**config.mk**
```make
export PLATFORM = sky130hd
export DESIGN_NAME = data_mem
export DESIGN_NICKNAME = d
export VERILOG_FILES = /design/src/hdl/cpu_pkg.sv /design/src/hdl/data_mem.sv
export SDC_FILE = /design/constraint.sdc
export NUM_CORES = 1
export LEC_CHECK = 0
export BUFFER_PORTS_ARGS = -buffer_cell sky130_fd_sc_hd__buf_2
export CORE_AREA = 3 3 403 405
export DETAILED_ROUTE_END_ITERATION = 6
export DIE_AREA = 0 0 406 408
export GPL_ROUTABILITY_DRIVEN = 0
export PLACE_DENSITY = 0.37
export SYNTH_ARGS = -nofsm -noshare
export SYNTH_HDL_FRONTEND = slang
export SYNTH_SLANG_ARGS = --single-unit
```
**constraint.sdc**
```tcl
create_clock -name CLK -period 5.1 [get_ports CLK]
set_input_delay 0.765 -clock CLK [delete_from_list [all_inputs] [get_ports CLK]]
set_output_delay 0.765 -clock CLK [all_outputs]
set_load 0.01 [all_outputs]
```
**src/hdl/cpu_pkg.sv**
```systemverilog
`default_nettype none

package cpu_pkg;

	localparam int INST_ADDR_W = 6;
	localparam int DATA_ADDR_W = 5;
	localparam int INST_WORDS = 2 ** INST_ADDR_W;
	localparam int DATA_WORDS = 2 ** DATA_ADDR_W;
	localparam int NUM_REGS = 32;

	// Serial line timing
	localparam int CLKS_PER_BIT = 8;
	localparam int BIT_CNT_W = $clog2(CLKS_PER_BIT);
	localparam int FRAME_BITS = 10; // Start, 8 data, stop

	typedef logic [31:0] word_t;
	typedef logic [INST_ADDR_W-1:0] inst_addr_t;
	typedef logic [DATA_ADDR_W-1:0] data_addr_t;
	typedef logic [4:0] reg_idx_t;
	typedef logic [7:0] byte_t;
	typedef logic [5:0] op_t;
	typedef logic [5:0] funct_t;
	typedef logic [BIT_CNT_W-1:0] bit_cnt_t;

	localparam bit_cnt_t BIT_LAST = bit_cnt_t'(CLKS_PER_BIT - 1);
	localparam bit_cnt_t BIT_HALF = bit_cnt_t'(CLKS_PER_BIT / 2 - 1);

	localparam reg_idx_t REG_RA = 5'd31; // Link register

	localparam op_t OP_SPECIAL = 6'b000000;
	localparam op_t OP_ADDI    = 6'b001000;
	localparam op_t OP_ANDI    = 6'b001100;
	localparam op_t OP_ORI     = 6'b001101;
	localparam op_t OP_SLTI    = 6'b001010;
	localparam op_t OP_BEQ     = 6'b000100;
	localparam op_t OP_BNE     = 6'b000101;
	localparam op_t OP_J       = 6'b000010;
	localparam op_t OP_JAL     = 6'b000011;
	localparam op_t OP_LUI     = 6'b001111;
	localparam op_t OP_LW      = 6'b100011;
	localparam op_t OP_SW      = 6'b101011;
	localparam op_t OP_IN      = 6'b011010;
	localparam op_t OP_OUT     = 6'b011011;

	localparam funct_t FUNCT_ADD  = 6'b100000;
	localparam funct_t FUNCT_SUB  = 6'b100010;
	localparam funct_t FUNCT_AND  = 6'b100100;
	localparam funct_t FUNCT_OR   = 6'b100101;
	localparam funct_t FUNCT_NOR  = 6'b100111;
	localparam funct_t FUNCT_SLL  = 6'b000000;
	localparam funct_t FUNCT_SRL  = 6'b000010;
	localparam funct_t FUNCT_SLT  = 6'b101010;
	localparam funct_t FUNCT_JR   = 6'b001000;
	localparam funct_t FUNCT_JALR = 6'b001001;

	typedef enum logic {
		LOAD,
		EXEC
	} mode_t;

endpackage

`default_nettype wire

```
**src/hdl/data_mem.sv**
```systemverilog
`timescale 1ns/1ps
`default_nettype none

module data_mem (
	input  logic                CLK,
	input  cpu_pkg::data_addr_t addr,
	input  cpu_pkg::word_t      wdata,
	input  logic                we,
	output cpu_pkg::word_t      rdata
);

	cpu_pkg::word_t mem [cpu_pkg::DATA_WORDS];

	always_ff @(posedge CLK) begin
		if (we) mem[addr] <= wdata;
		rdata <= mem[addr]; // Read-first, like a block RAM
	end

endmodule

`default_nettype wire

```
Yosys cells after proc, flatten, opt, wreduce, memory -nomap -nowiden
Memories as Yosys holds them, arrays and structs flattened. A register that Yosys moved wholly into a read port is not among the register bits.
Cells that the tools add are included.
Storage, ports and cells
  register bits: 0
  bits in latches: 0
  bits in writable memories: 1024
  ROM bits: 0
  word-level logic and storage cells: 3
  memories: 1
Cells by class
  $add $sub $neg: 0
  $mul: 0
  div/mod/pow operators: 0
  order comparisons: 0
  equality and inequality tests: 0
  shifts and indexed selects: 0
  mux-type cells: 2
  bitwise gates (word level): 0
  reductions and logical operators: 0
Memory list
  mem: depth 32, width 32, read ports 1, clocked after Yosys merged registers in 1, wr ports 1, RTL line data_mem.sv:12  | cpu_pkg::word_t mem [cpu_pkg::DATA_WORDS];
Operator list (number)
  2-to-1 mux 1 bit: 2

Longest topological paths before layout
  depth after elaboration: 2
  gate-level depth with buffers: 8

Least setup slack after synthesis
Ideal clock, no wire load.
  path kind: input-to-reg
  start: input addr[1]
  end: memory mem[27][0] (netlist name) (enable)
  setup time: 0.461 ns
  arrival time: 3.973 ns
  slack: 0.666 ns
  cell stages on the path: 6
  path buffers: 4
  cells stage by stage: clkbuf_1 -> buf_4 -> buf_2 -> buf_2 -> nand3_1 -> nor3_1
RTL lines
  start, declared: RTL line data_mem.sv:6  | input cpu_pkg::data_addr_t addr,
  end, declared: RTL line data_mem.sv:12
No word-level cell before the write port.

Final worst setup path
  start: input addr[1]
  end: memory mem[31][4] (netlist name) (enable)
No word-level cell before the write port.

==> qor.csv <==
stage,metric,value,unit
hold_path,worst hold path class,primary input to flop,
yosys,Yosys top cell area share,77.4,%
clock_tree,CTS tree,done,
yosys,Synth cell types,23,
setup_path,cells along the critical path,buf_8 > buf_4 > nand3_1 > buf_4 > nor2_4 > buf_12,
yosys,Mapped Nets,2146,
yosys,synth top area cells,"edfxtp_1, mux2i_1, o22ai_1",
layout,share of post-route cells with drive strength above 1,15.3,%
flow_run,Max-cap violations,0,
power_and_ir_drop,Peak VDD IR,0.000249,V
setup_path,Worst EP required,5.51,ns
clock_tree,Skew-Pair Late Insertion Delay,0.73,ns
timing,"Hold Violations, Final",0,
setup_path,crit end category,flop,
setup_path,CP dominant cell by count,buf_4,
drt,Initial DRC Count,1460,
timing,RSZ-0062 raised after global routing,false,
drt,DRT Pass-1 Iters,5,
yosys,"Avg Cell Area, Syn",18.9,um^2
clock_tree,TritonCTS buffer count,116,
setup_path,Setup CP Type,primary input to flop,
timing,Peak Freq,335,MHz
global_routing,global-route wire length before repair,165000,um
floorplan,FP Rows,146,
clock_tree,CTS H-tree lvls,3,
clock_tree,CTS clock-pin slew for the worst setup and hold paths,0.06,ns
setup_path,"slowest stage delay, CP",0.74,ns
global_routing,vias in the first global route,20800,
clock_tree,hold buffer count at CTS,0,
timing,Relative slew margins,23.2,%
setup_path,Setup crit start kind,primary input,
global_routing,largest net degree at the start of global routing,118,
yosys,Synth Cell Area,39700,um^2
timing,clk_skew,0.0277,ns
timing,final setup fails,0,
layout,Filler Cell Count,15400,
drt,Post-DRT Antenna Nets,0,
layout,Nets,2289,
floorplan,Die H,408,um
drt,vias per cell,4.53,
timing,hold_ws,0.518,ns
placed_design,Post-DP HPWL,66500,um
setup_path,top cell family by delay on the critical path,buffers and inverters,
power_and_ir_drop,Pwr Density,397,nW/um^2
placed_design,DP Area,43100,um^2
clock_tree,clk root buf,clkbuf_16,
outcome,status,"complete, no violations",
floorplan,IO Pins,71,
yosys,Yosys warning count,0,
setup_path,Critical Path Fanout Max,59,
layout,design area,46800,um^2
timing,fin. max-slew vios,0,
clock_tree,clk buf depth,3,
global_routing,total grt overflow,0,
clock_tree,clk sink count,1056,
clock_tree,Post-CTS Repair Setup Buffers,0,
clock_tree,post-cts sizing count,0,
floorplan,Initial Utilization,25.0,%
timing,Tcrit/Tclk final,58.5,%
setup_path,Slowest cell on crit path,nor2_4,
yosys,post-synthesis sequential area ratio,79.0,%
drt,drt wl/cell,26.7,um
drt,residual DRC count,0,
drt,via count,20000,
floorplan,die area,166000,um^2
floorplan,Core Region,159000,um^2
placed_design,# port buffers,70,
power_and_ir_drop,Leakage,15.8,nW
setup_path,Arrival @ worst endpoint,3.39,ns
global_routing,antenna violations before repair,12,
timing,final worst path period need,2.98,ns
drt,final wirelength,118000,um
timing,Worst Tran Pin Value,1.15,ns
yosys,"area leader, netlist",edfxtp_1,
timing,setup TNS,0,ns
global_routing,Tot GR Track Use,14.2,%
layout,Layout area overhead,17.8,%
setup_path,WP buf/inv,4,
yosys,Post-Syn Instances,2107,
yosys,synthesized flop and latch total,1056,
floorplan,Die Width,406,um
area by class of cell:
cell class              instances  area [um^2]  share of cell area [%]
repair buffers                151         1190                    2.55
diodes                          1         2.50                 0.00535
flip-flops and latches       1056        31400                    67.0
well taps                    2072         2590                    5.54
multi-input cells             925         7960                    17.0
clock inverters                62          543                    1.16
clock buffers                 158         3140                    6.71
layout by cell type (no fill, tap or decap), types with 4 or more instances in the layout:
| master | netlist | layout |
|---|---|---|
| buf_4 | 2 | 63 |
| clkinv_2 | 0 | 22 |
| nor4_1 | 64 | 64 |
| o22ai_1 | 256 | 256 |
| mux2i_1 | 512 | 512 |
| dfxtp_1 | 32 | 32 |
| nand4b_1 | 4 | 4 |
| clkinv_1 | 0 | 23 |
| nand3b_1 | 4 | 4 |
| clkbuf_8 | 0 | 8 |
| bufinv_16 | 0 | 7 |
| clkbuf_16 | 0 | 116 |
| buf_2 | 81 | 69 |
| inv_6 | 0 | 5 |
| clkbuf_1 | 23 | 34 |
| nor2_4 | 0 | 28 |
| nor3_2 | 0 | 4 |
| edfxtp_1 | 1024 | 1024 |
| nand4bb_4 | 0 | 6 |
| nand2_1 | 34 | 34 |
| buf_12 | 0 | 18 |
flip-flops by register name (all words and copies together) (netlist names):
name,count
mem,1024
rdata,32
synthesized netlist by cell type (all sizes together):
master / instances
edfxtp: 1024
clkbuf: 23
nand3: 2
nor2: 29
dfxtp: 32
nand4bb: 6
nor4: 64
mux2i: 512
nor3: 4
nand4b: 4
nand3b: 4
or3: 1
buf: 103
or4: 1
or4b: 4
nand2: 34
or3b: 3
o22ai: 256
nand4: 1
final timing paths:
| check | end | cells past startpoint | slack, ns | startpoint |
|---|---|---|---|---|
| setup / recovery | mem[31][4]$_DFFE_PP_ | 6 | 2.12 | addr[1] |
| hold / removal | mem[22][15]$_DFFE_PP_ | 1 | 0.52 | wdata[15] |
| hold reg to reg | rdata[30]$_DFF_P_ | 4 | 0.65 | mem[13][30]$_DFFE_PP_ |
| setup reg to reg | rdata[18]$_DFF_P_ | 4 | 3.35 | mem[14][18]$_DFFE_PP_ |
layer usage:
layer | GRT usage, % | share of wire, %
met1 | 19.7 | 46
met2 | 23.2 | 48
met3 | 2.25 | 4.0
met4 | 3.54 | 1.7
met5 | 0 | 0.046
logic make-up (layout without fill, tap and decap cells):
logic type             after synthesis  in the layout  synth area share, %
AND/OR/NAND/NOR                    157            157                 2.27
buffers and inverters              126            371                 1.82
flip-flops                        1056           1056                 79.0
multiplexers                       512            512                 12.9
other                                0              1                    0
AO/OA/AOI/OAI                      256            256                 4.03
worst register-to-register path, delay by kind of cell, from the launching register on:
kind	cells	cell delay, ns
compound gates	1	0.19
flops	1	0.38
mux	1	0.17
simple gates	2	0.86
power breakdown:
part           internal (W)  switching [W]  leakage (nW)
clock               0.00466        0.00343          1.80
sequential          0.00966      0.0000546          9.49
combinational      0.000257       0.000548          4.50
metrics by stage:
stage	power (W)	util, %	worst slack, ns	cells
floorplan	0.0103	-	0.666	2107
global placement	0.0107	27.2	1.15	4204
detailed placement	0.0107	27.2	1.13	4204
CTS	0.0189	29.5	1.95	4424
global route	0.0193	29.5	1.89	4424
finish	0.0186	29.5	2.12	4425
Power figures use the tool's default switching activity.
