--- src/hdl/cpu_pkg.sv ---
`default_nettype none

package cpu_pkg;

	localparam int INST_ADDR_W = 6;
	localparam int DATA_ADDR_W = 5;
	localparam int INST_WORDS = 2 ** INST_ADDR_W;
	localparam int DATA_WORDS = 2 ** DATA_ADDR_W;
	localparam int NUM_REGS = 32;

	// Serial line timing
	localparam int CLKS_PER_BIT = 8;
	localparam int BIT_CNT_W = $clog2(CLKS_PER_BIT);
	localparam int FRAME_BITS = 10; // Start, 8 data, stop

	typedef logic [31:0] word_t;
	typedef logic [INST_ADDR_W-1:0] inst_addr_t;
	typedef logic [DATA_ADDR_W-1:0] data_addr_t;
	typedef logic [4:0] reg_idx_t;
	typedef logic [7:0] byte_t;
	typedef logic [5:0] op_t;
	typedef logic [5:0] funct_t;
	typedef logic [BIT_CNT_W-1:0] bit_cnt_t;

	localparam bit_cnt_t BIT_LAST = bit_cnt_t'(CLKS_PER_BIT - 1);
	localparam bit_cnt_t BIT_HALF = bit_cnt_t'(CLKS_PER_BIT / 2 - 1);

	localparam reg_idx_t REG_RA = 5'd31; // Link register

	localparam op_t OP_SPECIAL = 6'b000000;
	localparam op_t OP_ADDI    = 6'b001000;
	localparam op_t OP_ANDI    = 6'b001100;
	localparam op_t OP_ORI     = 6'b001101;
	localparam op_t OP_SLTI    = 6'b001010;
	localparam op_t OP_BEQ     = 6'b000100;
	localparam op_t OP_BNE     = 6'b000101;
	localparam op_t OP_J       = 6'b000010;
	localparam op_t OP_JAL     = 6'b000011;
	localparam op_t OP_LUI     = 6'b001111;
	localparam op_t OP_LW      = 6'b100011;
	localparam op_t OP_SW      = 6'b101011;
	localparam op_t OP_IN      = 6'b011010;
	localparam op_t OP_OUT     = 6'b011011;

	localparam funct_t FUNCT_ADD  = 6'b100000;
	localparam funct_t FUNCT_SUB  = 6'b100010;
	localparam funct_t FUNCT_AND  = 6'b100100;
	localparam funct_t FUNCT_OR   = 6'b100101;
	localparam funct_t FUNCT_NOR  = 6'b100111;
	localparam funct_t FUNCT_SLL  = 6'b000000;
	localparam funct_t FUNCT_SRL  = 6'b000010;
	localparam funct_t FUNCT_SLT  = 6'b101010;
	localparam funct_t FUNCT_JR   = 6'b001000;
	localparam funct_t FUNCT_JALR = 6'b001001;

	typedef enum logic {
		LOAD,
		EXEC
	} mode_t;

endpackage

`default_nettype wire

--- src/hdl/uart_sender.sv ---
`timescale 1ns/1ps
`default_nettype none

module uart_sender (
	input  logic           CLK,
	input  logic           reset,
	input  cpu_pkg::byte_t data,
	input  logic           start,
	output logic           tx,
	output logic           ready
);

	logic [cpu_pkg::FRAME_BITS-1:0] frame;
	cpu_pkg::bit_cnt_t              clk_cnt;
	logic [3:0]                     bit_cnt;
	logic                           busy;

	assign tx = frame[0];
	assign ready = !busy;

	always_ff @(posedge CLK) begin
		if (reset) begin
			frame   <= '1; // Line idles high
			clk_cnt <= '0;
			bit_cnt <= '0;
			busy    <= 1'b0;
		end else if (!busy) begin
			if (start) begin
				frame   <= {1'b1, data, 1'b0};
				clk_cnt <= '0;
				bit_cnt <= '0;
				busy    <= 1'b1;
			end
		end else if (clk_cnt == cpu_pkg::BIT_LAST) begin
			clk_cnt <= '0;
			frame   <= {1'b1, frame[cpu_pkg::FRAME_BITS-1:1]};
			if (bit_cnt == 4'(cpu_pkg::FRAME_BITS - 1)) busy <= 1'b0; // Stop bit done
			else bit_cnt <= bit_cnt + 1'b1;
		end else begin
			clk_cnt <= clk_cnt + 1'b1;
		end
	end

	a_idle_high: assert property (@(posedge CLK) disable iff (reset) ready |-> tx);

endmodule

`default_nettype wire

--- config.mk ---
export PLATFORM = sky130hd
export DESIGN_NAME = uart_sender
export DESIGN_NICKNAME = d
export VERILOG_FILES = /design/src/hdl/cpu_pkg.sv /design/src/hdl/uart_sender.sv
export SDC_FILE = /design/constraint.sdc
export NUM_CORES = 1
export LEC_CHECK = 0
export ABC_AREA = 0
export BUFFER_PORTS_ARGS = -buffer_cell sky130_fd_sc_hd__buf_4
export CORE_AREA = 3 3 51 53
export DETAILED_ROUTE_END_ITERATION = 8
export DIE_AREA = 0 0 54 56
export SLEW_MARGIN = 20
export SYNTH_ARGS = -nofsm -noshare
export SYNTH_HDL_FRONTEND = slang
export SYNTH_SLANG_ARGS = --single-unit
--- constraint.sdc ---
create_clock -name CLK -period 1.3 [get_ports CLK]
set_input_delay 0.13 -clock CLK [delete_from_list [all_inputs] [get_ports CLK]]
set_output_delay 0.13 -clock CLK [all_outputs]
set_load 0.02 [all_outputs]
# Word-level counts from Yosys, hierarchy flattened
# Cells that the tools add are included.
# classes
addsub,2
eq_ne,4
muxes,14
n_reduce_logical,4
# op_table
cell,count
10-bit 2-to-1 mux,3
4-bit 2-to-1 mux,4
3-bit 2-to-1 mux,3
4-bit by 1-bit adder with 4-bit output (second input constant),1
4-bit == test (second input constant),1
1-bit 2-to-1 mux,4
3-bit by 1-bit adder with 3-bit output (second input constant),1
3-bit == test (second input constant),1
3-bit AND reduction,1
2-bit by 1-bit inequality test with 1-bit output (second input constant),1
2-bit inequality test (second input constant),1
2-bit AND reduction,1
2-bit nonzero test,1
1-bit zero test,1
# word_totals
register_bits,18
in_bits,11
output_inout_bits,2
wordCells,28

# Logic depth before layout (Yosys ltp)
# depth
depth_word,4
mapped_depth,6
mapped_depth_nobuf,5

# Worst setup path before layout
# Ideal clock, no wire load.
# synth_timing
path_kind,register -> register
from,reg bit_cnt[1]
to,reg bit_cnt[1]
setup_time_ns,0.070
t_arrival_ns,1.407
t_required_ns,1.230
setup_slack_ns,-0.177
stages_incl_launch_ff,7
path_buffers,1
period_less_slack_ns,1.477
cell_sequence,dfxtp_1 -> inv_1 -> ha_1 -> and3b_1 -> buf_6 -> or4_1 -> a21oi_1
# synth_via
elab_chain_cells,4
word_cells_on_any_way,7
classes_between,1 x add/sub; 2 x eq/ne; 3 x mux; 1 x reduce/logical
# synth_lines
item,line_no,text
"start, declared",uart_sender.sv:15,logic [3:0] bit_cnt;
"start signal, assigned",uart_sender.sv:38,else bit_cnt <= bit_cnt + 1'b1;
4-bit by 1-bit adder with 4-bit output,uart_sender.sv:38,
4-bit 2-to-1 mux,uart_sender.sv:37,if (bit_cnt == 4'(cpu_pkg::FRAME_BITS - 1)) busy <= 1'b0;
4-bit 2-to-1 mux,uart_sender.sv:34,end else if (clk_cnt == cpu_pkg::BIT_LAST) begin
4-bit 2-to-1 mux,uart_sender.sv:27,end else if (!busy) begin
# Several ways; a longest one is shown, not always the timed one. The select of a mux whose other input is x is not followed.
# A chain may end at the register's enable or synchronous reset.

# Worst setup path in the final report
# Ends and elaborated chain as after synthesis.

==> results by group <==
CTS
  • Root Driver: clkbuf_4
  • Clk Latency, worst-skew pair: roughly 0.29 ns
  • CTS sink count: 17
  • TritonCTS clock tree: done
  • Htree depth: 1
  • Clock transition at path regs: approximately 0.10 ns
  • Clock Tree Buf Depth: 2
  • Hold-fix buffer count after cts: 0
  • CTS buffer count: 3

Synthesis
  • Yosys cell types: 30
  • EDFF count, synth: 0
  • Post-synth top flop: dfxtp_1
  • FF+latch count, synth: 17
  • Post-synthesis sequential area ratio: 0.4172
  • Syn Std Cell Area: 815.8 um2
  • Syn Area/Cell: about 9 um2
  • Synth Net Count: 107
  • Async SR Flop Fraction: 0
  • Cell count after synthesis: 92
  • Syn. warnings: 0

Pwr
  • Peak VDD IR: around 620 uV
  • Clk pwr share: 0.272
  • Pwr dens: around 850 nW/um2
  • Leakage power: 0.0004899 uW
  • Switching power: 280.4 uW
  • Seq pwr share: 0.532
  • Comb power frac: 0.196
  • Sw Ratio: 0.2650
  • Cell Int Power: ~800 uW

Final layout
  • Layout Cells excl Fill: ~150
  • Fin area: 1246 um2
  • Commonest cells after routing, fill and taps aside: buf_4 (20), dfxtp_1 (13), nor2_1 (7), and2_1 (7), o21ai_1 (7)
  • Antenna Cells: 0
  • Area Overhead vs Synth: 52.76%
  • Layout cells sized above 1: 0.4958
  • Commonest non-fill, non-tap cell in the layout: buf_4
  • Layout Nets: between 100 and 150

Floorplanning
  • Die Y: 56 um
  • Die width: between 50 and 60 um
  • Top Ports: 13
  • Die area: 3024 um2
  • Row Count: 17
  • Initial Util: 0.3724
  • Core area: 2191 um2

Critical path
  • Setup crit end: bit_cnt[1]$_SDFFE_PP0P_
  • Crit end category: register
  • R2R setup slack: -0.09 ns
  • Critical-path maximum fanout: 2
  • CP startpoint kind: register
  • Reg2Reg Launch Point: bit_cnt[1]$_SDFFE_PP0P_
  • CP arrival: 1.61 ns
  • Crit path from: bit_cnt[1]$_SDFFE_PP0P_
  • Worst Path Required: 1.53 ns
  • Reg2Reg Depth: 5
  • Crit path kind: register to register
  • R2r endpoint: bit_cnt[1]$_SDFFE_PP0P_

Timing
  • RSZ-0062 raised after global routing: true
  • Worst hold slack: just over 0.07 ns
  • Worst-margin pin slew: 0.3267 ns
  • Crit path time final: 1.385 ns
  • # setup viols final: 12
  • Final Slew Violations: 0
  • Relative slew slack: 0.7776
  • Fmax: 721.9 MHz
  • Slack of the critical path: -0.08516 ns
  • Setup skew after layout: between 0.004 and 0.005 ns
  • Final period utilization: 1.066
  • Final hold vios: 0

Drt
  • Iteration-0 DRC Markers: 5
  • Vias per cell: 5.218
  • Routed vias: 767
  • Post-route ant nets: 0
  • Drt wl/cell: 13.53 um
  • # DRC: 0
  • DR pass1 iterations: 2
  • Final WL: 1989 um

GRT
  • Initial antenna violation count: 0
  • Tot GR Track Use: 0.1461
  • First-pass GRT wire length: 3367 um
  • Largest net degree at the start of global routing: 12
  • Number of global-route vias before repair: 755
  • Grt total ovfl: 0

Placement
  • I/O Buffers: 12
  • Final GP Congestion: approximately 0.69
  • Placed inst area: approximately 1000 um2
  • Pre-CTS setup slack: -0.1020 ns
  • Hpwl dp: 1305 um
  • Placed insts: 139

Status
  • Failing checks: negative setup slack
  • Outcome: complete, but fails checks

Min path
  • Worst min path class: primary input to register
  • Hold depth: 2

Flow run
  • Max-Cap Viols: 0
cell families after synthesis:
logic type      Yosys count  share of synthesized area
simple gates             32                     0.2025
compound gates           29                     0.2439
fa+ha+maj                 4                    0.06135
flops                    17                     0.4172
mux                       2                    0.02607
buf+inv                   8                    0.04907
metal layers:
layer | global-route usage | vias up | part of all wire
met4 | 0.05338 | 0 | 0.0080
met2 | 0.2093 | 13 | 0.46
li1 | - | 390 | -
met1 | 0.2102 | 362 | 0.50
met5 | 0 | - | 0
met3 | 0.03217 | 2 | 0.033
synth_stat cells (all sizes together), types with 2 or more instances:
cell type	instances	area share
dfxtp	17	0.42
nor2	12	0.055
a211oi	8	0.074
and2	8	0.061
o21ai	8	0.049
buf	4	0.031
ha	4	0.061
inv	4	0.018
a21oi	3	0.018
nand2	3	0.014
nand3	3	0.018
nor3b	2	0.018
o211ai	2	0.018
power groups by stage:
stage | registers, uW | clock network, uW | logic [uW]
after floorplan | 572 | 0 | 87.3
after global placement | 569 | 0 | 156
after detailed placement | 569 | 0 | 159
after CTS | 562 | 295 | 191
after global routing | 566 | 322 | 223
final | 563 | 288 | 207
worst min-delay path by stage:
| stage | startpoint | end | slack (ns) |
|---|---|---|---|
| global placement | data[7] | frame[8]$_SDFFE_PP1P_ | 0.36 |
| CTS | reset | bit_cnt[1]$_SDFFE_PP0P_ | 0.07 |
| finish | reset | bit_cnt[1]$_SDFFE_PP0P_ | 0.07 |
| floorplan | data[7] | frame[8]$_SDFFE_PP1P_ | 0.27 |
| global route | reset | bit_cnt[1]$_SDFFE_PP0P_ | 0.06 |
| detailed placement | data[7] | frame[8]$_SDFFE_PP1P_ | 0.37 |
state kept, by name (all words and copies together), names as in the netlist:
register	count
clk_cnt	3
frame	9
busy	1
bit_cnt	4
per-stage QoR:
stage / util / total power (uW) / setup TNS, ns
after global routing: 0.5688 / 1112 / -0.8106
after detailed placement: 0.4774 / 727.9 / -0.2117
after floorplan: - / 659.0 / -0.1655
after global placement: 0.4774 / 724.3 / -0.1021
final: 0.5688 / 1058 / -0.2984
after CTS: 0.5454 / 1048 / -0.2694
critical path, cell delays in order, from the launching register on:
cell and delay [ns]:
dfxtp_2 0.35, inv_2 0.04, ha_4 0.14, and3b_2 0.21, or4_4 0.48, a21oi_2 0.12
repair_timing:
item	4_1_cts	5_1_grt
setup buffers	3	0
cloned	1	0
gates resized for setup	24	13
pin swaps	21	10
endpoints found under the setup margin	15	15
hold endpoints to repair	0	0
area by class of cell:
| cell class | count | area, um2 |
|---|---|---|
| Multi-Input combinational cell | 67 | 565.5 |
| Inverter | 4 | 15.01 |
| Timing Repair Buffer | 27 | 259.0 |
| Fill cell | 196 | 944.7 |
| Sequential cell | 17 | 345.3 |
| Tap cell | 28 | 35.03 |
| Clock buffer | 4 | 26.28 |
Power figures use the tool's default switching activity.
