===== src/hdl/cpu_pkg.sv =====
`default_nettype none

package cpu_pkg;

	localparam int INST_ADDR_W = 6;
	localparam int DATA_ADDR_W = 5;
	localparam int INST_WORDS = 2 ** INST_ADDR_W;
	localparam int DATA_WORDS = 2 ** DATA_ADDR_W;
	localparam int NUM_REGS = 32;

	// Serial line timing
	localparam int CLKS_PER_BIT = 8;
	localparam int BIT_CNT_W = $clog2(CLKS_PER_BIT);
	localparam int FRAME_BITS = 10; // Start, 8 data, stop

	typedef logic [31:0] word_t;
	typedef logic [INST_ADDR_W-1:0] inst_addr_t;
	typedef logic [DATA_ADDR_W-1:0] data_addr_t;
	typedef logic [4:0] reg_idx_t;
	typedef logic [7:0] byte_t;
	typedef logic [5:0] op_t;
	typedef logic [5:0] funct_t;
	typedef logic [BIT_CNT_W-1:0] bit_cnt_t;

	localparam bit_cnt_t BIT_LAST = bit_cnt_t'(CLKS_PER_BIT - 1);
	localparam bit_cnt_t BIT_HALF = bit_cnt_t'(CLKS_PER_BIT / 2 - 1);

	localparam reg_idx_t REG_RA = 5'd31; // Link register

	localparam op_t OP_SPECIAL = 6'b000000;
	localparam op_t OP_ADDI    = 6'b001000;
	localparam op_t OP_ANDI    = 6'b001100;
	localparam op_t OP_ORI     = 6'b001101;
	localparam op_t OP_SLTI    = 6'b001010;
	localparam op_t OP_BEQ     = 6'b000100;
	localparam op_t OP_BNE     = 6'b000101;
	localparam op_t OP_J       = 6'b000010;
	localparam op_t OP_JAL     = 6'b000011;
	localparam op_t OP_LUI     = 6'b001111;
	localparam op_t OP_LW      = 6'b100011;
	localparam op_t OP_SW      = 6'b101011;
	localparam op_t OP_IN      = 6'b011010;
	localparam op_t OP_OUT     = 6'b011011;

	localparam funct_t FUNCT_ADD  = 6'b100000;
	localparam funct_t FUNCT_SUB  = 6'b100010;
	localparam funct_t FUNCT_AND  = 6'b100100;
	localparam funct_t FUNCT_OR   = 6'b100101;
	localparam funct_t FUNCT_NOR  = 6'b100111;
	localparam funct_t FUNCT_SLL  = 6'b000000;
	localparam funct_t FUNCT_SRL  = 6'b000010;
	localparam funct_t FUNCT_SLT  = 6'b101010;
	localparam funct_t FUNCT_JR   = 6'b001000;
	localparam funct_t FUNCT_JALR = 6'b001001;

	typedef enum logic {
		LOAD,
		EXEC
	} mode_t;

endpackage

`default_nettype wire


===== src/hdl/cpu_core.sv =====
`timescale 1ns/1ps
`default_nettype none

module cpu_core (
	input  logic                CLK,
	input  logic                reset,
	input  logic                sw_w,
	input  logic                sw_e,
	input  cpu_pkg::word_t      inst,
	input  cpu_pkg::byte_t      rx_data,
	input  logic                rx_valid,
	input  logic                tx_ready,
	input  cpu_pkg::word_t      dm_rdata,
	output cpu_pkg::mode_t      mode,
	output logic                restart,
	output cpu_pkg::inst_addr_t pc,
	output cpu_pkg::data_addr_t dm_addr,
	output cpu_pkg::word_t      dm_wdata,
	output logic                dm_we,
	output cpu_pkg::byte_t      tx_data,
	output logic                tx_start
);

	cpu_pkg::word_t      gpr [cpu_pkg::NUM_REGS];
	cpu_pkg::mode_t      mode_next;
	logic                exec;
	logic                stage; // Second cycle of LW
	cpu_pkg::inst_addr_t pc_plus_1;

	cpu_pkg::op_t        opcode;
	cpu_pkg::funct_t     funct;
	cpu_pkg::reg_idx_t   rs;
	cpu_pkg::reg_idx_t   rt;
	cpu_pkg::reg_idx_t   rd;
	logic [4:0]          shamt;
	logic [15:0]         imm16;
	cpu_pkg::word_t      rs_val;
	cpu_pkg::word_t      rt_val;
	cpu_pkg::word_t      imm_sext;
	cpu_pkg::word_t      imm_zext;
	cpu_pkg::word_t      eff_addr;

	logic                is_special;
	logic                is_lw;
	logic                is_jump;
	logic                is_jr;
	logic                branch_taken;
	logic                stall;

	logic                wb_en;
	cpu_pkg::reg_idx_t   wb_idx;
	cpu_pkg::word_t      wb_data;

	assign opcode = inst[31:26];
	assign rs     = inst[25:21];
	assign rt     = inst[20:16];
	assign rd     = inst[15:11];
	assign shamt  = inst[10:6];
	assign funct  = inst[5:0];
	assign imm16  = inst[15:0];

	assign rs_val   = gpr[rs];
	assign rt_val   = gpr[rt];
	assign imm_sext = {{16{imm16[15]}}, imm16};
	assign imm_zext = {16'b0, imm16};
	assign eff_addr = rs_val + imm_sext;

	assign exec      = mode == cpu_pkg::EXEC;
	assign pc_plus_1 = pc + 1'b1;

	// Switches; west wins
	assign mode_next = sw_w ? cpu_pkg::LOAD : (sw_e ? cpu_pkg::EXEC : mode);
	assign restart   = mode_next != mode;

	assign is_special = opcode == cpu_pkg::OP_SPECIAL;
	assign is_lw      = opcode == cpu_pkg::OP_LW;
	assign is_jump    = opcode == cpu_pkg::OP_J || opcode == cpu_pkg::OP_JAL;
	assign is_jr      = is_special && (funct == cpu_pkg::FUNCT_JR || funct == cpu_pkg::FUNCT_JALR);
	assign branch_taken = (opcode == cpu_pkg::OP_BEQ && rs_val == rt_val) ||
		(opcode == cpu_pkg::OP_BNE && rs_val != rt_val);
	assign stall = (opcode == cpu_pkg::OP_IN && !rx_valid) ||
		(opcode == cpu_pkg::OP_OUT && !tx_ready) ||
		(is_lw && !stage);

	assign dm_addr  = eff_addr[cpu_pkg::DATA_ADDR_W-1:0]; // Truncated
	assign dm_wdata = rt_val;
	assign dm_we    = exec && opcode == cpu_pkg::OP_SW;
	assign tx_data  = rt_val[7:0];
	assign tx_start = exec && opcode == cpu_pkg::OP_OUT;

	always_comb begin
		wb_en   = 1'b1;
		wb_idx  = rt;
		wb_data = '0;
		case (opcode)
			cpu_pkg::OP_SPECIAL: begin
				wb_idx = rd;
				case (funct)
					cpu_pkg::FUNCT_ADD: wb_data = rs_val + rt_val;
					cpu_pkg::FUNCT_SUB: wb_data = rs_val - rt_val;
					cpu_pkg::FUNCT_AND: wb_data = rs_val & rt_val;
					cpu_pkg::FUNCT_OR:  wb_data = rs_val | rt_val;
					cpu_pkg::FUNCT_NOR: wb_data = ~(rs_val | rt_val);
					cpu_pkg::FUNCT_SLL: wb_data = rt_val << shamt;
					cpu_pkg::FUNCT_SRL: wb_data = rt_val >> shamt;
					cpu_pkg::FUNCT_SLT: wb_data = {31'b0, $signed(rs_val) < $signed(rt_val)};
					cpu_pkg::FUNCT_JALR: begin
						wb_idx  = cpu_pkg::REG_RA;
						wb_data = cpu_pkg::word_t'(pc_plus_1);
					end
					default: wb_en = 1'b0; // JR and unknown
				endcase
			end
			cpu_pkg::OP_ADDI: wb_data = rs_val + imm_sext;
			cpu_pkg::OP_ANDI: wb_data = rs_val & imm_zext;
			cpu_pkg::OP_ORI:  wb_data = rs_val | imm_zext;
			cpu_pkg::OP_SLTI: wb_data = {31'b0, $signed(rs_val) < $signed(imm_sext)};
			cpu_pkg::OP_LUI:  wb_data = {imm16, 16'b0};
			cpu_pkg::OP_JAL: begin
				wb_idx  = cpu_pkg::REG_RA;
				wb_data = cpu_pkg::word_t'(pc_plus_1);
			end
			cpu_pkg::OP_LW: begin
				wb_en   = stage;
				wb_data = dm_rdata;
			end
			cpu_pkg::OP_IN: begin
				wb_en   = rx_valid;
				wb_data = {rt_val[31:8], rx_data}; // Upper bits kept
			end
			default: wb_en = 1'b0;
		endcase
	end

	always_ff @(posedge CLK) begin
		if (exec && wb_en) gpr[wb_idx] <= wb_data;
	end

	always_ff @(posedge CLK) begin
		if (reset) begin
			mode  <= cpu_pkg::LOAD;
			pc    <= '0;
			stage <= 1'b0;
		end else begin
			mode <= mode_next;
			if (restart) begin
				pc    <= '0;
				stage <= 1'b0;
			end else if (exec) begin
				stage <= is_lw && !stage;
				if (is_jump) pc <= inst[cpu_pkg::INST_ADDR_W-1:0];
				else if (is_jr) pc <= cpu_pkg::inst_addr_t'(rs_val);
				else if (branch_taken) pc <= pc + cpu_pkg::inst_addr_t'(imm16); // No delay slot
				else if (!stall) pc <= pc_plus_1;
			end
		end
	end

	// Load stage only while the same LW is still current in EXEC
	a_stage_on_lw: assert property (@(posedge CLK) disable iff (reset)
		stage |-> exec && is_lw);

endmodule

`default_nettype wire


===== config.mk =====
export PLATFORM = sky130hd
export DESIGN_NAME = cpu_core
export DESIGN_NICKNAME = d
export VERILOG_FILES = /design/src/hdl/cpu_pkg.sv /design/src/hdl/cpu_core.sv
export SDC_FILE = /design/constraint.sdc
export NUM_CORES = 2
export LEC_CHECK = 0
export BUFFER_PORTS_ARGS = -buffer_cell sky130_fd_sc_hd__buf_2
export CAP_MARGIN = 5
export CORE_ASPECT_RATIO = 0.8
export CORE_MARGIN = 8
export CORE_UTILIZATION = 43
export CTS_CLUSTER_DIAMETER = 40
export CTS_CLUSTER_SIZE = 12
export DETAILED_ROUTE_END_ITERATION = 6
export GPL_TIMING_DRIVEN = 0
export PLACE_DENSITY = 0.59
export SLEW_MARGIN = 20
export SYNTH_ARGS = -nofsm -noshare
export SYNTH_HDL_FRONTEND = slang
export SYNTH_SLANG_ARGS = --single-unit

===== constraint.sdc =====
create_clock -name CLK -period 11.9 [get_ports CLK]
set_input_delay 2.38 -clock CLK [delete_from_list [all_inputs] [get_ports CLK]]
set_output_delay 2.38 -clock CLK [all_outputs]
set_load 0.1 [all_outputs]

After elaboration in Yosys (flattened, before gate mapping)
Memories as Yosys holds them, arrays and structs flattened.
Index checks and enable logic that the tools add are counted.
- add/subtract/negate cells: 5
- $mul: 0
- div/mod/pow operators: 0
- $lt $le $gt $ge: 2
- equal/unequal tests: 26
- shift operators: 2
- muxes and demuxes: 14
- bitwise operators: 5
- reductions and logical operators: 23
- operators by type and width (kind ; number):
    $pmux 32 s9 ; 2
    $add 32x32->32 ; 2
    $eq 6x6->1 const B ; 8
    $eq 6x4->1 const B ; 7
    $and 32x16->32 ; 1
    $and 32x32->32 ; 1
    $eq 32x32->1 ; 1
    $lt 32x16->1 ; 1
    $lt 32x32->1 ; 1
    $ne 32x32->1 ; 1
    $not 32->32 ; 1
    $or 32x16->32 ; 1
    $or 32x32->32 ; 1
    $shl 32x5->32 ; 1
    $shr 32x5->32 ; 1
    $sub 32x32->32 ; 1
    $mux 6 ; 4
    $eq 6x2->1 const B ; 3
    $eq 6x3->1 const B ; 2
    $eq 6x5->1 const B ; 2
    $logic_not 6->1 ; 2
    $pmux 5 s2 ; 1
    $logic_and 1x1->1 ; 9
    $reduce_or 9->1 ; 1
    12 further kinds ; 22
- bits in registers: 8
- bits in latches: 0
- bits in writable memories: 1024
- memory bits (read-only): 0
- output and inout bits: 55
- memories: 1
- memories (name ; words ; bits a word ; read ports ; clocked after Yosys merged registers in ; wr ports ; line ; source):
    gpr ; 32 ; 32 ; 2 ; 0 ; 1 ; cpu_core.sv:24 ; cpu_pkg::word_t gpr [cpu_pkg::NUM_REGS];

Depth between registers and ports, before layout
- depth in word-level cells: 8
- depth in mapped cells: 24
- mapped depth without buffers: 17

Least setup slack after synthesis
OpenSTA, ideal clock, no wires.
- kind: input -> output
- start: input port inst[21]
- end: output port dm_addr[4]
- arrival: 7.096 ns
- setup slack: 2.424 ns
- stages: 12
- buffers on the path: 3
- cell sequence: clkbuf_1 > buf_2 > buf_1 > mux4_2 > mux4_2 > mux2i_1 > inv_1 > ha_1 > fa_1 > a211oi_1 > nor2_1 > nor2_1
- longest elaborated chain between the ends: 2
- RTL lines (what ; line ; source):
    from (decl) ; cpu_core.sv:9 ; input cpu_pkg::word_t inst,
    $mem_v2 32x32 ; n/a ;
    $add 32x32->32 ; n/a ;
    to (decl) ; cpu_core.sv:17 ; output cpu_pkg::data_addr_t dm_addr,
Every way passes these cells.

Worst setup path after layout
- start: input port inst[21]
- end: memory gpr[21][17] (netlist bit) (data pin)
- longest elaborated chain between the ends: 5
- elaborated cells on any way between the ends: 11
- classes of those cells: add/sub: 3; mux: 2; bitwise: 5; memory: 1
- RTL lines (what ; line ; source):
    $mem_v2 32x32 * ; n/a ;
    branches (longest 3 deep; another with $sub 32x32->32) ; n/a ;
    $pmux 32 s9 * ; cpu_core.sv:95 ; case (opcode)
    via wb_data[17] ; cpu_core.sv:52 ; cpu_pkg::word_t wb_data;
    to (decl) ; cpu_core.sv:24 ;
Mark *: on every way through the listed nets, which the timed path passes.

==> flow_summary.yaml <==
sta:
  fin_worst_skew_ns: 0.05580
  slew_violations: 0
  rsz0062_at_grt: "false"
  worst_slew_pin_slew_ns: 1.403
  slew_headroom: 0.06438
  whs_ns: 0.5707
  setup_tns_ns: 0
  fin_crit_sh: 0.9966
  setup-violations-final: 0
  period_needed_ns: 11.86
  hold_violations: 0
  fmax_mhz: 84.32
power:
  combinationalPowerShare: 0.234
  p_int_mw: 6.532
  clkPwrFrac: 0.361
  ir_worst_vdd_uv: 149.9
  pwr-share-seq: 0.406
  swShare: 0.3318
  power.leakage_nw: 26.06
  p_per_area_nw_per_um2: 136.6
  power_mw: 9.776
  switchingPower_mw: 3.243
global_route:
  grt-ovfl-total: 0
  grt_util_all_layers: 0.4258
  grt_max_degree: 33
  grt_pass1_wl_um: 445500
  antenna_found_initial: 26
  grt_pass1_vias: 47840
placement:
  place_area_sq_um: 67770
  gp_congestion: 1.073
  post-dp-hpwl_um: 260200
  io_buffers: 121
synth:
  synth_area_leader_cell: "edfxtp_1"
  async_reset_ff_frac: 0
  netlist_top_cells_count: "edfxtp_1, mux2i_1, mux4_2, nor2_1, ha_1"
  synth_area_leaders: "edfxtp_1, mux4_2, mux2i_1"
  ys.warnings.count: 0
  synth_flop_cell: "edfxtp_1"
  syn_nets: 4831
  netlist_area_sq_um: 61190
  synth-edff-count: 1024
  netlist_instances: 4550
  ys_seq_area_frac: 0.5051
  synth.avg_cell_area_sq_um: 13.45
  ys_types: 89
  yosysMostFrequentCell: "edfxtp_1"
  ys_ff_latch: 1032
  synth_top_area_share: 0.5025
route:
  vias: 51340
  wl_per_cell_um: 49.39
  drc_errors: 0
  drt_first_pass_iters: 6
  viasPerCell: 7.402
  detail-route-antenna-nets: 0
  routed_wl_um: 342500
  first_iter_violations: 9754
critical_path:
  max_stage_delay_ns: 0.95
  crit_top_cell: "clkbuf_1"
  timing.rr.start: "gpr[13][11]$_DFFE_PP_"
  required_ns: 12.08
  worst-path-buf-inv: 8
  cp_cell_sequence: "clkbuf_1, buf_2, buf_2, clkbuf_1, clkdlybuf4s15_1, mux4_2, mux4_2, mux2i_2, ha_1, clkbuf_1, inv_1, a21oi_2, nor3_2, buf_6, a211oi_4, o21ai_0, xnor2_1, o22ai_1, o31ai_1, nand3_2"
  crit_cells: 20
  r2r_end: "gpr[19][31]$_DFFE_PP_"
  r2r_cells: 18
  critPathTopFamily: "buffers and inverters"
  startpoint_type: "input port"
  cp.arrival_ns: 12.04
  critPathLaunch: "inst[21]"
  crit_fanout: 32
  cp-end-kind: "flip-flop"
  cpMaxStageDelayCell: "clkdlybuf4s15_1"
  rrSetupSlack_ns: 3.59
  crit_end: "gpr[21][17]$_DFFE_PP_"
  crit_type: "input port to flip-flop"
clocking:
  clkTransAtPathRegs_ns: 0.06
  cts_max_level: 3
  clock_sinks: 1032
  clock_latency_ns: 0.78
  cts_tree: "done"
  cts_root_buf: "clkbuf_16"
  cts_buffer_depth: 3
  cts_setup_buffers: 0
  numCtsBuffers: 117
cells_and_area:
  drive_gt1_frac: 0.2335
  fin_nets: 5248
  design_area_sq_um: 71570
  final_util: 0.5077
  syn2layout_area_growth_pct: 16.95
die:
  die_y_um: 353.4
  start_util: 0.4341
  core_sq_um: 141000
  dieArea_sq_um: 154700
  die_x_um: 437.8
  io_pins: 133
  rows: 123
run_status:
  outcome: "complete, no violations"
flow_run:
  cap_violations: 0
min_path:
  min_path_type: "flip-flop to flip-flop"
[area by class of cell]
cell class	instances	area (sq um)
multi-input cells	3052	29020
well taps	1875	2346
plain buffers	333	1687
inverters	133	499.2
flip-flops and latches	1032	30910
clock inverters	63	650.6
clock buffers	133	3009
fillers	12160	69400
diodes	16	40.04
repair buffers	298	3413
[layout by cell type, fill, tap and decap left out, drive strengths merged, types with 13 or more instances in the layout]
cell and instances:
edfxtp 1024, mux2i 561, buf 438, mux4 363, clkbuf 325, nor2 269
ha 199, a22oi 174, nand2 169, a21oi 154, nand3 143, o22ai 141
inv 139, o21ai 111, xnor2 77, nor3 72, a211oi 50, nor4 43
clkinv 43, a221oi 31, nor2b 25, nand4 24, a21o 24, o211ai 23
a222oi 23, o31ai 23, mux2 22, and3 21, nand2b 19, xor2 19
o21bai 18, o221ai 18, a31oi 18, diode 16, o21a 15, or2 14
or3 13
[cell families after synthesis]
| logic type | synth area share |
|---|---|
| multiplexers | 0.2296 |
| adder cells (fa/ha/maj) | 0.04200 |
| AND/OR/NAND/NOR | 0.06764 |
| XOR/XNOR | 0.01374 |
| buffers and inverters | 0.03417 |
| AO/OA/AOI/OAI | 0.1078 |
| flip-flops | 0.5051 |
[registers in the layout, indices dropped and copies added (netlist names)]
signal	count
pc	6
stage	1
mode	1
gpr	1024
[worst reg2reg max path, cell delays in order (launching register included)]
cell	delay (ns)
edfxtp_1	0.35
mux2i_1	0.09
a22oi_1	0.40
nand3_1	0.14
nand3_1	0.39
clkbuf_1	0.97
inv_1	0.44
ha_1	0.46
clkbuf_1	0.40
o21a_1	0.22
o2bb2ai_2	0.30
or4_1	0.68
o311ai_0	0.43
o211ai_1	0.28
o21ai_0	0.46
o41ai_1	0.22
o41ai_1	0.85
nand3b_1	0.62
buf_6	0.36
[repair_timing]
item	4_1_cts	5_1_grt
endpoints found under the setup margin	32	26
hold buffers	0	0
endpoints found under the hold margin	0	0
resized for setup	2	1
[metal layers]
| metal | up-vias | wire length [um] | part of all wire | track usage |
|---|---|---|---|---|
| li1 | 19280 | - | - | - |
| met1 | 26310 | 132800 | 0.39 | 0.5866 |
| met3 | 868 | 64360 | 0.19 | 0.2478 |
| met4 | 18 | 19390 | 0.057 | 0.1914 |
| met2 | 4860 | 125600 | 0.37 | 0.5303 |
| met5 | - | 371 | 0.0011 | 0 |
[worst min-delay path by stage]
stage | startpoint | end | slack (ns) | cells past startpoint
finish | pc[4]$_SDFFE_PP0P_ | pc[4]$_SDFFE_PP0P_ | 0.57 | 2
global route | pc[4]$_SDFFE_PP0P_ | pc[4]$_SDFFE_PP0P_ | 0.59 | 2
CTS | pc[4]$_SDFFE_PP0P_ | pc[4]$_SDFFE_PP0P_ | 0.56 | 2
detailed placement | pc[4]$_SDFFE_PP0P_ | pc[4]$_SDFFE_PP0P_ | 0.55 | 2
global placement | pc[4]$_SDFFE_PP0P_ | pc[4]$_SDFFE_PP0P_ | 0.56 | 2
floorplan | stage$_SDFFE_PP0P_ | stage$_SDFFE_PP0P_ | 0.56 | 3
[through the flow]
step / std cells / setup WS [ns]
finish: 6935 / 0.04062
global route: 6922 / 0.09480
CTS: 6914 / 0.1418
detailed placement: 6718 / -0.9376
global placement: 6546 / -5.010
floorplan: 4550 / 2.424
[power by group through the flow]
stage	combinational (mW)	sequential (mW)	clock, mW
floorplan	1.18	4.05	0
global placement	2.08	4.05	0
detailed placement	2.13	4.04	0
CTS	2.14	3.96	3.52
global route	2.28	3.96	3.65
finish	2.28	3.96	3.53
No activity file was read; power rests on OpenSTA's default activity.
